**src/nes_joy_params.svh**
```systemverilog
//////////////////////////////
// widths and timing constants
// for the joypad and reset glue
//////////////////////////////

`ifndef NES_JOY_PARAMS_SVH
`define NES_JOY_PARAMS_SVH

// snes layout button word
`define NJ_BTN_W    12

// bits per nes standard controller
`define NJ_NES_BITS 8

// autofire half period in clk cycles
// short value so a sim sees many toggles
// where hardware wants something near 1/30 s
`define NJ_AF_HALF  16

`endif

```
**src/nes_joy_pkg.sv**
```systemverilog
//////////////////////////////
// shared types for joypad glue
// button words, turbo pulses,
// console reset states
//////////////////////////////

`default_nettype none

package nes_joy_pkg;

    // snes layout (R L X A RT LT DN UP START SELECT Y B)
    // low byte is the nes controller byte and a goes out first
    typedef struct packed {
        logic r;
        logic l;
        logic turbo_b;   // snes X, autofire b
        logic turbo_a;   // snes A, autofire a
        logic right;
        logic left;
        logic down;
        logic up;
        logic start;
        logic select;
        logic b;
        logic a;
    } joy_btns_t;

    typedef struct packed {
        joy_btns_t p1;
        joy_btns_t p2;
    } joy_pair_t;

    // one autofire pulse per turbo button
    typedef struct packed {
        logic a1;
        logic b1;
        logic a2;
        logic b2;
    } turbo_t;

    typedef enum logic [1:0] {
        RST_HOLD = 2'd0,   // held until a rom arrives
        RST_LOAD = 2'd1,   // rom streaming in
        RST_RUN  = 2'd2    // console running
    } nes_rst_state_t;

endpackage

`default_nettype wire

```
**src/autofire_gen.sv**
```systemverilog
//////////////////////////////
// autofire pulse generators
// a/b turbo for both players
//////////////////////////////

`timescale 1ns/1ps
`default_nettype none

`include "nes_joy_params.svh"

module autofire_gen (
    input  logic                   clk,
    input  logic                   sys_resetn,
    input  nes_joy_pkg::joy_pair_t buttons,
    output nes_joy_pkg::turbo_t    turbo
);
    import nes_joy_pkg::*;

    localparam int NCH   = 4;                      // a1 b1 a2 b2
    localparam int CNT_W = $clog2(`NJ_AF_HALF);

    logic [NCH-1:0]   held;       // turbo buttons in turbo_t order
    logic [NCH-1:0]   pulse;
    logic [CNT_W-1:0] cnt [NCH];  // cycles left in this half period

    assign held = {buttons.p1.turbo_a, buttons.p1.turbo_b,
                   buttons.p2.turbo_a, buttons.p2.turbo_b};

    //////////////////////////////
    // half period down counters
    //////////////////////////////
    // a zero count while held means toggle now, so the first
    // held edge raises the pulse straight away
    always_ff @(posedge clk) begin
        if (!sys_resetn) begin
            pulse <= '0;
            for (int i = 0; i < NCH; i++) begin
                cnt[i] <= '0;
            end
        end else begin
            for (int i = 0; i < NCH; i++) begin
                if (!held[i]) begin
                    pulse[i] <= 1'b0;          // released so park low
                    cnt[i]   <= '0;
                end else if (cnt[i] == '0) begin
                    pulse[i] <= ~pulse[i];
                    cnt[i]   <= CNT_W'(`NJ_AF_HALF - 1);  // reload
                end else begin
                    cnt[i] <= cnt[i] - 1'b1;
                end
            end
        end
    end

    assign turbo = turbo_t'(pulse);

endmodule

`default_nettype wire

```
**src/nes_reset_ctrl.sv**
```systemverilog
//////////////////////////////
// console reset sequencing
// load edges and home combo
//////////////////////////////

`timescale 1ns/1ps
`default_nettype none

module nes_reset_ctrl (
    input  logic clk,
    input  logic sys_resetn,
    input  logic loading,
    input  logic home_combo,    // p1 select + down
    output logic nes_reset
);
    import nes_joy_pkg::*;

    nes_rst_state_t state;
    nes_rst_state_t state_nxt;

    logic loading_q;        // last sampled loading
    logic load_rise;
    logic load_fall;

    assign load_rise = loading & ~loading_q;
    assign load_fall = ~loading & loading_q;

    always_ff @(posedge clk) begin
        if (!sys_resetn) begin
            loading_q <= 1'b0;
            state     <= RST_HOLD;
        end else begin
            loading_q <= loading;
            state     <= state_nxt;
        end
    end

    //////////////////////////////
    // next state
    //////////////////////////////
    always_comb begin
        state_nxt = state;
        case (state)
            RST_HOLD: if (load_rise) state_nxt = RST_LOAD;
            RST_LOAD: if (load_fall) state_nxt = RST_RUN;    // rom is in so let it go
            RST_RUN: begin
                if (load_rise)
                    state_nxt = RST_LOAD;           // new rom while running
                else if (home_combo)
                    state_nxt = RST_HOLD;           // back to reset until next load
            end
            default: state_nxt = RST_HOLD;
        endcase
    end

    // console only runs in RST_RUN
    assign nes_reset = (state != RST_RUN);

endmodule

`default_nettype wire

```
**src/joypad_shifter.sv**
```systemverilog
//////////////////////////////
// nes controller shift regs
// two ports, autofire merged in
//////////////////////////////

`timescale 1ns/1ps
`default_nettype none

`include "nes_joy_params.svh"

module joypad_shifter (
    input  logic                   clk,
    input  logic                   sys_resetn,
    input  logic                   nes_reset,
    input  nes_joy_pkg::joy_pair_t buttons,
    input  nes_joy_pkg::turbo_t    turbo,
    input  logic                   joypad_strobe,
    input  logic [1:0]             joypad_clock,
    output logic [1:0]             joypad_data
);
    import nes_joy_pkg::*;

    localparam int NB = `NJ_NES_BITS;

    logic [NB-1:0] bits [2];       // per port shift register
    logic [NB-1:0] load_val [2];   // merged byte to latch on strobe
    logic [1:0]    clk_q;          // last joypad_clock
    logic [1:0]    clk_fall;

    // nes byte with turbo pulses folded onto a and b
    function automatic logic [NB-1:0] merge_byte(input joy_btns_t btn,
                                                 input logic ta,
                                                 input logic tb);
        logic [NB-1:0] nes;
        nes    = btn[NB-1:0];
        nes[0] = btn.a | ta;
        nes[1] = btn.b | tb;
        return nes;
    endfunction

    assign load_val[0] = merge_byte(buttons.p1, turbo.a1, turbo.b1);
    assign load_val[1] = merge_byte(buttons.p2, turbo.a2, turbo.b2);

    assign clk_fall = clk_q & ~joypad_clock;

    //////////////////////////////
    // load / shift
    //////////////////////////////
    always_ff @(posedge clk) begin
        if (!sys_resetn) begin
            clk_q <= '0;
            for (int p = 0; p < 2; p++) begin
                bits[p] <= '1;
            end
        end else begin
            clk_q <= joypad_clock;
            for (int p = 0; p < 2; p++) begin
                if (nes_reset)
                    bits[p] <= '1;                  // idle high while console held
                else if (joypad_strobe)
                    bits[p] <= load_val[p];         // strobe wins over a shift
                else if (clk_fall[p])
                    bits[p] <= {1'b1, bits[p][NB-1:1]};  // ones after 8 reads
            end
        end
    end

    assign joypad_data = {bits[1][0], bits[0][0]};

endmodule

`default_nettype wire

```
**src/nes_joy_top.sv**
```systemverilog
//////////////////////////////
// joypad and console reset glue
// autofire, reset fsm, shifters
//////////////////////////////

`timescale 1ns/1ps
`default_nettype none

module nes_joy_top (
    input  logic                   clk,
    input  logic                   sys_resetn,
    input  logic                   loading,        // high while rom streams
    input  logic                   joypad_strobe,  // from console
    input  nes_joy_pkg::joy_pair_t buttons,
    input  logic [1:0]             joypad_clock,   // per port
    output logic                   nes_reset,
    output logic [1:0]             joypad_data
);
    import nes_joy_pkg::*;

    turbo_t turbo;
    logic   home_combo;

    // pad home button shows up as select + down
    assign home_combo = buttons.p1.select & buttons.p1.down;

    autofire_gen u_autofire (
        .clk        (clk),
        .sys_resetn (sys_resetn),
        .buttons    (buttons),
        .turbo      (turbo)
    );

    nes_reset_ctrl u_reset_ctrl (
        .clk        (clk),
        .sys_resetn (sys_resetn),
        .loading    (loading),
        .home_combo (home_combo),
        .nes_reset  (nes_reset)
    );

    joypad_shifter u_shifter (
        .clk           (clk),
        .sys_resetn    (sys_resetn),
        .nes_reset     (nes_reset),
        .buttons       (buttons),
        .turbo         (turbo),
        .joypad_strobe (joypad_strobe),
        .joypad_clock  (joypad_clock),
        .joypad_data   (joypad_data)
    );

endmodule

`default_nettype wire

```
**config.mk**
```make
export PLATFORM = sky130hd
export DESIGN_NAME = nes_joy_top
export DESIGN_NICKNAME = d
export VERILOG_FILES = /design/src/nes_joy_pkg.sv /design/src/autofire_gen.sv /design/src/nes_reset_ctrl.sv /design/src/joypad_shifter.sv /design/src/nes_joy_top.sv
export VERILOG_INCLUDE_DIRS = /design/src
export SDC_FILE = /design/constraint.sdc
export NUM_CORES = 1
export LEC_CHECK = 0
export ABC_AREA = 1
export BUFFER_PORTS_ARGS = -buffer_cell sky130_fd_sc_hd__buf_2
export CAP_MARGIN = 10
export CORE_UTILIZATION = 58
export CTS_BUF_LIST = sky130_fd_sc_hd__clkbuf_4 sky130_fd_sc_hd__clkbuf_8
export CTS_CLUSTER_SIZE = 16
export DETAILED_ROUTE_END_ITERATION = 7
export PLACE_DENSITY = 0.82
export SYNTH_ARGS = -nofsm -noshare
export SYNTH_HDL_FRONTEND = slang
export SYNTH_SLANG_ARGS = --single-unit
```
**constraint.sdc**
```tcl
create_clock -name clk -period 1.48 [get_ports clk]
set_input_delay 0.074 -clock clk [delete_from_list [all_inputs] [get_ports clk]]
set_output_delay 0.074 -clock clk [all_outputs]
set_load 0.05 [all_outputs]
```
After elaboration in Yosys (flattened, before gate mapping)
Memory sizes are Yosys's and may differ from the RTL's.
Cells that the tools add are included.
{"block": "word_totals", "memories": 2, "elab_cells": 147, "ram_bits": 32, "out_inout_bits": 3, "input_bits": 30, "register_bits": 9}
{"block": "op_classes", "muxes": 85, "n_bitwise": 33, "addsub": 4, "n_eq_ne": 6, "n_reduce_logical": 10}
{"memory": "u_autofire.cnt", "depth": 4, "width": 4, "read_ports": 4, "rd_ports_with_merged_regs": 0, "write_ports": 4, "line_no": "autofire_gen.sv:24", "text": "logic [CNT_W-1:0] cnt [NCH];"}
{"memory": "u_shifter.bits", "depth": 2, "width": 8, "read_ports": 2, "rd_ports_with_merged_regs": 0, "write_ports": 2, "line_no": "joypad_shifter.sv:25", "text": "logic [NB-1:0] bits [2];"}
{"cell": "$mux W1", "count": 62}
{"cell": "$mux W4", "count": 12}
{"cell": "$mux W8", "count": 6}
{"cell": "$or A1 B1 Y1", "count": 22}
{"cell": "$logic_not A4 Y1", "count": 4}
{"cell": "$sub A4 B1 Y4 const B", "count": 4}
{"cell": "$mux W2", "count": 4}
{"cell": "$reduce_and A2 Y1", "count": 4}
{"cell": "$not A1 Y1", "count": 6}
{"cell": "$pmux W2 S3", "count": 1}
{"cell": "$ne A2 B1 Y1 const B", "count": 2}
{"cell": "$and A1 B1 Y1", "count": 3}
{"cell": "$ne A3 B2 Y1 const B", "count": 1}
{"cell": "$reduce_and A3 Y1", "count": 1}
{"cell": "$and A2 B2 Y2", "count": 1}
{"cell": "$eq A2 B1 Y1 const B", "count": 1}
{"cell": "$eq A2 B2 Y1 const B", "count": 1}
{"cell": "$logic_not A2 Y1", "count": 1}
{"cell": "$ne A2 B2 Y1 const B", "count": 1}
{"cell": "$not A2 Y2", "count": 1}

Depth between registers and ports, before layout
Gate-level depths: netlist (run 1).
{"block": "logic_depth", "word_depth": 8, "depth_mapped": 8, "depth_no_buf": 8}

By module
Synthesis (run 1) repeated with hierarchy kept, for this count alone.
{"block": "hier_totals", "hier_cells": 243, "hier_area_um2": 2157.1}
{"mod": "autofire_gen", "n_inst": 1, "cells_each": 121, "seq_area_each_um2": 560.5, "area_per_inst_um2": 1086.0}
{"mod": "joypad_shifter", "n_inst": 1, "cells_each": 90, "seq_area_each_um2": 520.5, "area_per_inst_um2": 878.3}
{"mod": "nes_reset_ctrl", "n_inst": 1, "cells_each": 30, "seq_area_each_um2": 60.1, "area_per_inst_um2": 185.2}
{"mod": "nes_joy_top", "n_inst": 1, "cells_each": 2, "seq_area_each_um2": 0.0, "area_per_inst_um2": 7.5}

Worst setup path after synthesis (run 1)
OpenSTA, ideal clock, no wires.
{"block": "synth_timing", "kind": "flip-flop to flip-flop", "start": "register u_reset_ctrl.state[0]", "end": "memory u_shifter.bits[0][0] in the netlist's numbering, enable pin", "synth_period_minus_slack_ps": 1700, "stages_incl_launch_ff": 6, "arrival_ps": 1360, "setup_ps": 340, "n_path_buf": 0, "slack_ps": -220, "t_required_ps": 1140, "cell_sequence": "dfxtp_1 > inv_1 > nand2_1 > nor2_1 > nand3_2 > nand4_1"}
{"element": "from (decl)", "line_no": "nes_reset_ctrl.sv:18", "text": "nes_rst_state_t state;"}
{"element": "from (signal assigned)", "line_no": "nes_reset_ctrl.sv:34", "text": "state <= state_nxt;"}
{"element": "to (decl)", "line_no": "joypad_shifter.sv:25"}

==> results of run 1 <==
[power breakdown]
group	switching [µW]	total [µW]	internal, µW
registers	26.3	1310	1280
logic	148	261	113
clock network	338	560	222
total	512	2130	1620
[synth_stat cells (all sizes together)]
| cell type | number |
|---|---|
| or2 | 5 |
| dfxtp | 9 |
| xnor2 | 4 |
| nand3 | 12 |
| buf | 4 |
| edfxtp | 32 |
| o21ai | 2 |
| a211oi | 4 |
| o22a | 9 |
| nor2 | 19 |
| nand2 | 22 |
| conb | 1 |
| inv | 31 |
| o221ai | 1 |
| nor3 | 3 |
| a21oi | 20 |
| ha | 8 |
| o22ai | 1 |
| nand4 | 3 |
| o21bai | 1 |
[final cells by class]
cell class / instances / area [µm²]
Sequential cell: 41 / 1140
Fill cell: 237 / 767
Multi-Input combinational cell: 130 / 756
Timing Repair Buffer: 42 / 260
Inverter: 31 / 116
Tap cell: 44 / 55.1
Clock buffer: 7 / 52.6
Clock inverter: 1 / 5.00
[flip-flops by register name, indices dropped and copies added, names as in the netlist]
name,flops
u_autofire.turbo,4
u_shifter.clk_q,2
u_shifter.bits,16
u_autofire.cnt,16
u_reset_ctrl.state,2
u_reset_ctrl.loading_q,1
[stage by stage]
step	utilization, %	area [µm²]	hold WS (ns)	instances
2_1_floorplan	-	2040	0.172	206
3_3_place_gp	71.9	2270	0.272	282
3_5_place_dp	71.9	2270	0.277	282
4_1_cts	75.4	2380	0.0155	295
5_1_grt	75.7	2390	0.00106	296
6_report	75.7	2390	0.0294	296
[final timing paths]
kind                                       startpoint              endpoint
worst max-delay path            u_reset_ctrl.state[1]  u_shifter.bits[0][7]
worst min-delay path                       buttons[4]  u_shifter.bits[1][4]
worst max register to register  u_reset_ctrl.state[1]  u_shifter.bits[0][7]
worst min register to register    u_autofire.turbo[0]   u_autofire.turbo[0]
[layer usage]
layer  vias up  global-route usage, %  part of all wire (%)
met1       652                   25.7                    45
met2        33                   38.3                    49
met5         -                      0                     0
li1        761                      -                     -
met3         6                   6.61                   4.9
met4         0                   8.12                   1.3
[cells by family after synthesis]
group / count (synthesis) / share of synthesized area (%)
AO/OA/AOI/OAI: 38 / 12.2
adder cells (fa/ha/maj): 8 / 5.05
XOR/XNOR: 4 / 1.77
AND/OR/NAND/NOR: 64 / 15.7
flip-flops: 41 / 57.6
other: 1 / 0.189
buffers and inverters: 35 / 7.45
==> metrics.yaml, run 1 <==
run_status:
  status: "finished clean"
synthesis:
  synth_area_um2: 1980
  synth_top_area_cell: "edfxtp_1"
  ys_seq_elements: 41
  yosys_warnings: 0
  synth_top_area_share_pct: 48.5
  synth.area.top_cells: "edfxtp_1, dfxtp_1, inv_1, a21oi_1, ha_1"
  syn_avg_cell_area_um2: 10.4
  synthCells: 191
  yosysUniqueCellTypes: 27
  ys_seq_area_share_pct: 57.6
floorplanning:
  die_w_um: 60.4
  die_h_um: 60.4
  core-area_um2: 3150
  rows: 20
  die_area_um2: 3650
  pin_count: 33
  start_util_pct: 62.8
critical_path:
  cp.required_ns: 1.58
  path_depth: 4
  worstSetupStartpointType: "flip-flop"
  cp_max_fo: 15
  cp_slowest_cell: "dfxtp_1"
  critPathKind: "flip-flop to flip-flop"
  endpoint_kind: "flip-flop"
  critPathMaxStageDelay_ns: 0.46
  reg2reg_depth: 4
  path_buf_inv: 1
  ff2ff_setup_slack_ns: 0.07
  path_cells: "inv_2 > nor2_4 > nand3_4 > or2_2"
  crit_family: "simple AND/OR/NAND/NOR gates"
  crit_arrival_ns: 1.51
min_path:
  hp-class: "input pin to flip-flop"
  hold_path_depth: 2
sta:
  fmax_mhz: 711
  hold_viol: 0
  setup_violations: 0
  setup_ws_ns: 0.0729
  clock_skew_ns: 0.0149
  post-route-period-util_pct: 95.1
  rsz0062_at_grt: "false"
  setup-tns-final_ns: 0
  slew_viol_final: 0
  finalCriticalPeriod_ns: 1.41
route:
  first_iter_violations: 35
  vias: 1452
  via_per_inst: 4.91
  routed_wl_um: 3460
  drc: 0
  antenna_left: 0
  drt_pass1_iterations: 4
  drt-wirelength-per-cell_um: 11.7
cts:
  root_buffer: "clkbuf_4"
  postCtsSetupRepairBufs: 0
  clkLatencyLatePin_ns: 0.34
  htreeDepth: 2
  cts_num_sinks: 41
  ctsHoldBuffers: 5
  max-clock-path-buffers: 2
  cts_tree: "built"
  cts_buffers: 5
  cts_resized: 0
  clk_pin_slew_ns: 0.12
finish:
  mostFrequentLayoutCells: "edfxtp_1, inv_1, buf_2, nand2_1, a21oi_1"
  fin_nets: 289
  final_common_cell: "edfxtp_1"
  synthToLayoutAreaGrowth_pct: 20.5
  layout-drive-gt1-share_pct: 22.6
  diodes: 0
place:
  routabilityCongestion: 0.825
  place_ws_ns: 0.0904
  port_buffers: 28
  place_hpwl_um: 2510
power:
  ir_drop_mv: 0.732
  power_uw: 2130
  powerDensity_nw_per_um2: 893
  p_leak_uw: 0.000966
grt:
  first_global_vias: 1410
  grt_start_max_net_pins: 16
  grt_pass1_wl_um: 5660
  grt_remaining_overflow: 0
  antenna_found_initial: 0
  gr-usage-all-layers_pct: 22.0
run:
  maxCapViolations: 0
No activity file was read; power rests on OpenSTA's default activity.
==> run 2, diff against run 1 <==
- clock period: 1.48 -> 1.3 ns (I/O delays scaled with it)
==> run 2 against run 1 <==
  * The run now ends with setup timing left
  * Sequential cell count unchanged
  * Global-route usage up 1.7 points
  * Critical path depth up 1
  * Cell count up 4.7%
  * Cell area up 11%
  * Setup slack worse by 0.080 ns
  * Total power up 21%
  * First-iteration DRC count rose to 2.5 times the previous value
  * Utilization up 8.1 points
  * Sequential share of layout area down 4.3 points
  * Clock-buffer cell count down 1
  * Critical endpoint is now u_autofire.cnt[3][2]
  * Largest cell class unchanged
  * Largest power group unchanged
==> metrics.yaml, run 2 (same netlist as run 1, synthesis figures left out) <==
critical_path:
  cp.required_ns: 1.42  # was 1.58 ns
  cp_max_fo: 4  # was 15
  path_cells: "inv_2 > buf_4 > ha_2 > xnor2_2 > a21oi_1"  # was inv_2 > nor2_4 > nand3_4 > or2_2
  reg2reg_depth: 5  # was 4
  crit_arrival_ns: 1.43  # was 1.51 ns
  critPathKind: "flip-flop to flip-flop"  # unchanged
  critPathMaxStageDelay_ns: 0.43  # was 0.46 ns
  rr_endpoint: "u_autofire.cnt[3][2]"  # was u_shifter.bits[0][7]
  ff2ff_setup_slack_ns: -0.007  # was 0.07 ns
  rr_startpoint: "u_autofire.cnt[3][0]"  # was u_reset_ctrl.state[1]
  endpoint_kind: "flip-flop"  # unchanged
  worstSetupStartpointType: "flip-flop"  # unchanged
  crit_family: "flip-flops"  # was simple AND/OR/NAND/NOR gates
  cp_slowest_cell: "edfxtp_1"  # was dfxtp_1
  path_buf_inv: 2  # was 1
run:
  maxCapViolations: 0  # unchanged
floorplanning:
  rows: 20  # unchanged
  pin_count: 33  # unchanged
  core-area_um2: 3150  # unchanged
  die_h_um: 60.4  # unchanged
  die_area_um2: 3650  # unchanged
  start_util_pct: 62.8  # unchanged
  die_w_um: 60.4  # unchanged
route:
  antenna_left: 0  # unchanged
  first_iter_violations: 89  # was 35
  vias: 1567  # was 1452
  drt-wirelength-per-cell_um: 13.9  # was 11.7 µm
  top_layer_used: "met4"  # unchanged
  drt_pass1_iterations: 4  # unchanged
  dr_wl_met2_um: 2310  # was 1680 µm
  wl_met3_um: 201  # was 171 µm
  drt-met1-wl_um: 1710  # was 1560 µm
  routed_wl_um: 4310  # was 3460 µm
  via_per_inst: 5.05  # was 4.91
  drc: 0  # unchanged
sta:
  fmax_mhz: 765  # was 711 MHz
  rsz0062_at_grt: "true"  # was false
  setup_ws_ns: -0.00682  # was 0.0729 ns
  clock_skew_ns: 0.0118  # was 0.0149 ns
  slew_viol_final: 0  # unchanged
  post-route-period-util_pct: 101  # was 95.1%
  holdWs_ns: 0.0110  # was 0.0294 ns
  setup-tns-final_ns: -0.0352  # was 0 ns
  hold_viol: 0  # unchanged
  setup_violations: 7  # was 0
  finalCriticalPeriod_ns: 1.31  # was 1.41 ns
grt:
  grt_pass1_wl_um: 6130  # was 5660 µm
  gr-usage-all-layers_pct: 23.7  # was 22.0%
  first_global_vias: 1490  # was 1410
  antenna_found_initial: 0  # unchanged
  grt_start_max_net_pins: 16  # unchanged
  grt_remaining_overflow: 0  # unchanged
min_path:
  hp-class: "input pin to flip-flop"  # unchanged
  hp-start: "buttons[18]"  # was buttons[4]
  hold_end: "u_shifter.bits[0][6]"  # was u_shifter.bits[1][4]
  hold_path_depth: 2  # unchanged
power:
  power_uw: 2580  # was 2130 µW
  powerDensity_nw_per_um2: 978  # was 893 nW/µm²
  ir_drop_mv: 0.701  # was 0.732 mV
  p_leak_uw: 0.00105  # was 0.000966 µW
cts:
  clk_pin_slew_ns: 0.13  # was 0.12 ns
  clkLatencyLatePin_ns: 0.36  # was 0.34 ns
  htreeDepth: 2  # unchanged
  cts_buffers: 5  # unchanged
  max-clock-path-buffers: 2  # unchanged
  cts_num_sinks: 41  # unchanged
  root_buffer: "clkbuf_4"  # unchanged
  cts_tree: "built"  # unchanged
place:
  routabilityCongestion: 0.733  # was 0.825
  place_ws_ns: -0.00393  # was 0.0904 ns
  port_buffers: 28  # unchanged
  place_hpwl_um: 2720  # was 2510 µm
finish:
  fillerInstances: 189  # was 237
  synthToLayoutAreaGrowth_pct: 33.3  # was 20.5%
  fin_nets: 303  # was 289
  diodes: 0  # unchanged
  mostFrequentLayoutCells: "edfxtp_1, buf_2, inv_1, nand2_1, a21oi_1"  # was edfxtp_1, inv_1, buf_2, nand2_1, a21oi_1
  layout-drive-gt1-share_pct: 33.8  # was 22.6%
  final_util_pct: 83.7  # was 75.7%
  final_common_cell: "edfxtp_1"  # unchanged
run_status:
  status: "complete, but fails checks"  # was finished clean
  violations: "setup timing"
==> run 2: area by class of cell <==
class	count	area [µm²]	share of cell area [%]
timing repair buffer	56	380	14.4
clock inverter	2	13.8	0.521
sequential	41	1150	43.5
inverter	31	121	4.60
multi-input combinational	130	870	32.9
tap	44	55.1	2.09
clock buffer	6	51.3	1.94
==> run 2: layer usage <==
layer / up-vias / global-route usage [%]
li1: 788 / -
met1: 723 / 28.1
met2: 44 / 41.9
met3: 12 / 7.04
met4: 0 / 6.82
met5: - / 0
==> run 2: what timing repair did <==
item	4_1_cts	5_1_grt
hold buffers	7	2
setup buffers	0	5
endpoints found under the setup margin	4	43
pin swaps	1	9
endpoints found under the hold margin	7	2
resized for setup	2	26
==> run 2: worst max-delay path by stage <==
stage,from,end,cells past startpoint
2_1_floorplan,u_reset_ctrl.state[0],u_shifter.bits[0][0],5
3_3_place_gp,u_reset_ctrl.state[1],u_shifter.bits[1][7],4
3_5_place_dp,u_reset_ctrl.state[1],u_shifter.bits[1][7],4
4_1_cts,u_autofire.cnt[1][0],u_autofire.turbo[1],5
5_1_grt,u_autofire.cnt[3][0],u_autofire.cnt[3][2],5
6_report,u_autofire.cnt[3][0],u_autofire.cnt[3][2],5
==> run 2: metrics by stage <==
stage | std cells | instance area, µm²
5_1_grt | 310 | 2640
6_report | 310 | 2640
3_3_place_gp | 288 | 2360
3_5_place_dp | 288 | 2360
4_1_cts | 303 | 2500
2_1_floorplan | 206 | 2090
==> run 2: power breakdown <==
group          internal (µW)  switching (µW)  leakage (µW)
Sequential              1460            39.9      0.000367
Combinational            171             206      0.000640
Clock                    264             438     0.0000382
==> run 3, diff against run 2 <==
- TNS_END_PERCENT: default -> 5
==> run 3 against run 2 <==
  * The flow now finishes without violations
  * Non-clock buffer count decreased by 4
  * Cell area is the same
  * Sequential cell count stayed put
  * Global-route usage down 0.51 points
  * Combinational power shrank 5.8%
  * Hold slack improved by 0.0080 ns
  * Critical path depth did not move
  * Sequential share of layout area stayed put
  * Critical endpoint is now u_shifter.bits[0][7]
==> metrics.yaml, run 3 (same netlist as run 1, synthesis figures left out) <==
grt:
  gr-usage-all-layers_pct: 23.2  # was 23.7%
  grt_start_max_net_pins: 16  # unchanged
  antenna_found_initial: 0  # unchanged
  grt_remaining_overflow: 0  # unchanged
  first_global_vias: 1449  # was 1490
  grt_pass1_wl_um: 6140  # was 6130 µm
power:
  pwr-share-seq_pct: 52.3  # was 58.2%
  p_sw_share_pct: 22.6  # was 26.5%
  ir_drop_mv: 0.857  # was 0.701 mV
  clock_power_share_pct: 35.2  # was 27.2%
  power_frac_comb_pct: 12.4  # was 14.6%
  switching_power_uw: 648  # was 685 µW
  powerDensity_nw_per_um2: 1090  # was 978 nW/µm²
  intPower_uw: 2220  # was 1900 µW
  p_leak_uw: 0.00105  # about the same
critical_path:
  reg2reg_depth: 5  # unchanged
  ff2ff_setup_slack_ns: 0.04  # was -0.007 ns
  crit_arrival_ns: 1.38  # was 1.43 ns
  path_cells: "dlygate4sd3_1 > buf_2 > buf_4 > nand3_4 > or2_4"  # was inv_2 > buf_4 > ha_2 > xnor2_2 > a21oi_1
  critPathMaxStageDelay_ns: 0.52  # was 0.43 ns
  path_buf_inv: 3  # was 2
  worstSetupStartpointType: "input pin"  # was flip-flop
  crit_family: "buffers and inverters"  # was flip-flops
  cp.required_ns: 1.41  # was 1.42 ns
  rr_startpoint: "u_autofire.cnt[2][0]"  # was u_autofire.cnt[3][0]
  cp_slowest_cell: "dlygate4sd3_1"  # was edfxtp_1
  rr_endpoint: "u_autofire.turbo[2]"  # was u_autofire.cnt[3][2]
  critPathKind: "input pin to flip-flop"  # was flip-flop to flip-flop
  worstSetupStartpoint: "sys_resetn"  # was u_autofire.cnt[3][0]
  endpoint_kind: "flip-flop"  # unchanged
  endpoint: "u_shifter.bits[0][7]"  # was u_autofire.cnt[3][2]
  path_depth: 5  # unchanged
  cp_max_fo: 15  # was 4
finish:
  post-route-cell-area_um2: 2640  # unchanged
  final_common_cell: "edfxtp_1"  # unchanged
  final_util_pct: 83.7  # unchanged
  synthToLayoutAreaGrowth_pct: 33.3  # unchanged
  mostFrequentLayoutCells: "edfxtp_1, buf_2, inv_1, nand2_1, a21oi_1"  # unchanged
  diodes: 0  # unchanged
  layout-drive-gt1-share_pct: 33.2  # was 33.8%
  fin_nets: 299  # was 303
cts:
  cts_buffers: 5  # unchanged
  cts_num_sinks: 41  # unchanged
  root_buffer: "clkbuf_4"  # unchanged
  htreeDepth: 2  # unchanged
  clkLatencyLatePin_ns: 0.35  # was 0.36 ns
  cts_tree: "built"  # unchanged
  clk_pin_slew_ns: 0.12  # was 0.13 ns
  max-clock-path-buffers: 2  # unchanged
sta:
  slew_viol_final: 0  # unchanged
  setup_violations: 0  # was 7
  fmax_mhz: 783  # was 765 MHz
  setup-tns-final_ns: 0  # was -0.0352 ns
  hold_viol: 0  # unchanged
  clock_skew_ns: 0.0111  # was 0.0118 ns
  post-route-period-util_pct: 98.2  # was 101%
  finalCriticalPeriod_ns: 1.28  # was 1.31 ns
  rsz0062_at_grt: "true"  # unchanged
  holdWs_ns: 0.0190  # was 0.0110 ns
place:
  port_buffers: 28  # unchanged
  routabilityCongestion: 0.734  # was 0.733
  place_hpwl_um: 2540  # was 2720 µm
  place_area_um2: 2360  # unchanged
route:
  antenna_left: 0  # unchanged
  drt_pass1_iterations: 4  # unchanged
  vias: 1513  # was 1567
  drt-wirelength-per-cell_um: 12.4  # was 13.9 µm
  wl_met3_um: 195  # was 201 µm
  routed_wl_um: 3810  # was 4310 µm
  first_iter_violations: 51  # was 89
  via_per_inst: 4.94  # was 5.05
  dr_wl_met2_um: 1960  # was 2310 µm
  top_layer_used: "met4"  # unchanged
  drt-met1-wl_um: 1630  # was 1710 µm
  drc: 0  # unchanged
min_path:
  hp-class: "input pin to flip-flop"  # unchanged
  hold_path_depth: 2  # unchanged
run_status:
  status: "finished clean"  # was complete, but fails checks
floorplanning:
  pin_count: 33  # unchanged
  die_w_um: 60.4  # unchanged
  start_util_pct: 62.8  # unchanged
  core-area_um2: 3150  # unchanged
  die_h_um: 60.4  # unchanged
  die_area_um2: 3650  # unchanged
  rows: 20  # unchanged
run:
  maxCapViolations: 0  # unchanged
[run 3: cell count changes in the layout (fill, tap and decap cells not counted), sizes merged]
cell,delta
buf,-2
bufinv,+2
clkbuf,-1
clkinv,-1
dlygate4sd3,-2
[run 3: worst min-delay path by stage]
| stage | endpoint | start | slack [ns] |
|---|---|---|---|
| finish | u_shifter.bits[0][4] | buttons[16] | 0.02 |
| global route | u_shifter.bits[0][3] | buttons[15] | 0.005 |
| CTS | u_shifter.bits[1][5] | buttons[5] | 0.004 |
| detailed placement | u_reset_ctrl.loading_q | loading | 0.28 |
| global placement | u_reset_ctrl.loading_q | loading | 0.28 |
| floorplan | u_reset_ctrl.loading_q | loading | 0.16 |
[run 3: worst reg2reg max path: stages (launching register included)]
cell and delay (ns):
edfxtp_1 0.43, inv_2 0.11, ha_4 0.15, nand3_1 0.10, or2_2 0.30, a21oi_2 0.12
[run 3: what timing repair did]
item / in CTS / in global routing
resized for setup: 5 / 22
hold endpoints to repair: 7 / 0
hold buffers: 7 / 0
pin swaps: 1 / 4
setup endpoints to repair: 8 / 44
setup buffers: 0 / 3
[run 3: cell type report]
type | instances | area, µm²
sequential | 41 | 1150
multi-input combinational | 130 | 867
fill | 211 | 513
timing repair buffer | 52 | 345
inverter | 31 | 121
clock inverter | 3 | 65.1
tap | 44 | 55.1
clock buffer | 5 | 37.5
[run 3: power groups by stage]
stage	Clock [µW]	Combinational [µW]	Sequential [µW]
after CTS	1030	318	1500
final	1010	356	1500
after global routing	1080	401	1510
after global placement	0	288	1520
after detailed placement	0	295	1530
after floorplan	0	194	1520
[run 3: per-stage QoR]
step	std cells	setup WS (ns)	power, µW
2_1_floorplan	206	-0.0810	1710
3_5_place_dp	288	-0.0122	1820
3_3_place_gp	288	0.0219	1810
4_1_cts	303	0.000191	2840
5_1_grt	306	-0.0346	2980
6_report	306	0.0229	2860
[run 3: routing by layer]
layer,up-vias,track usage (%)
met4,0,4.87
met5,-,0
met1,692,28.6
met2,35,40.8
met3,3,6.61
li1,783,-
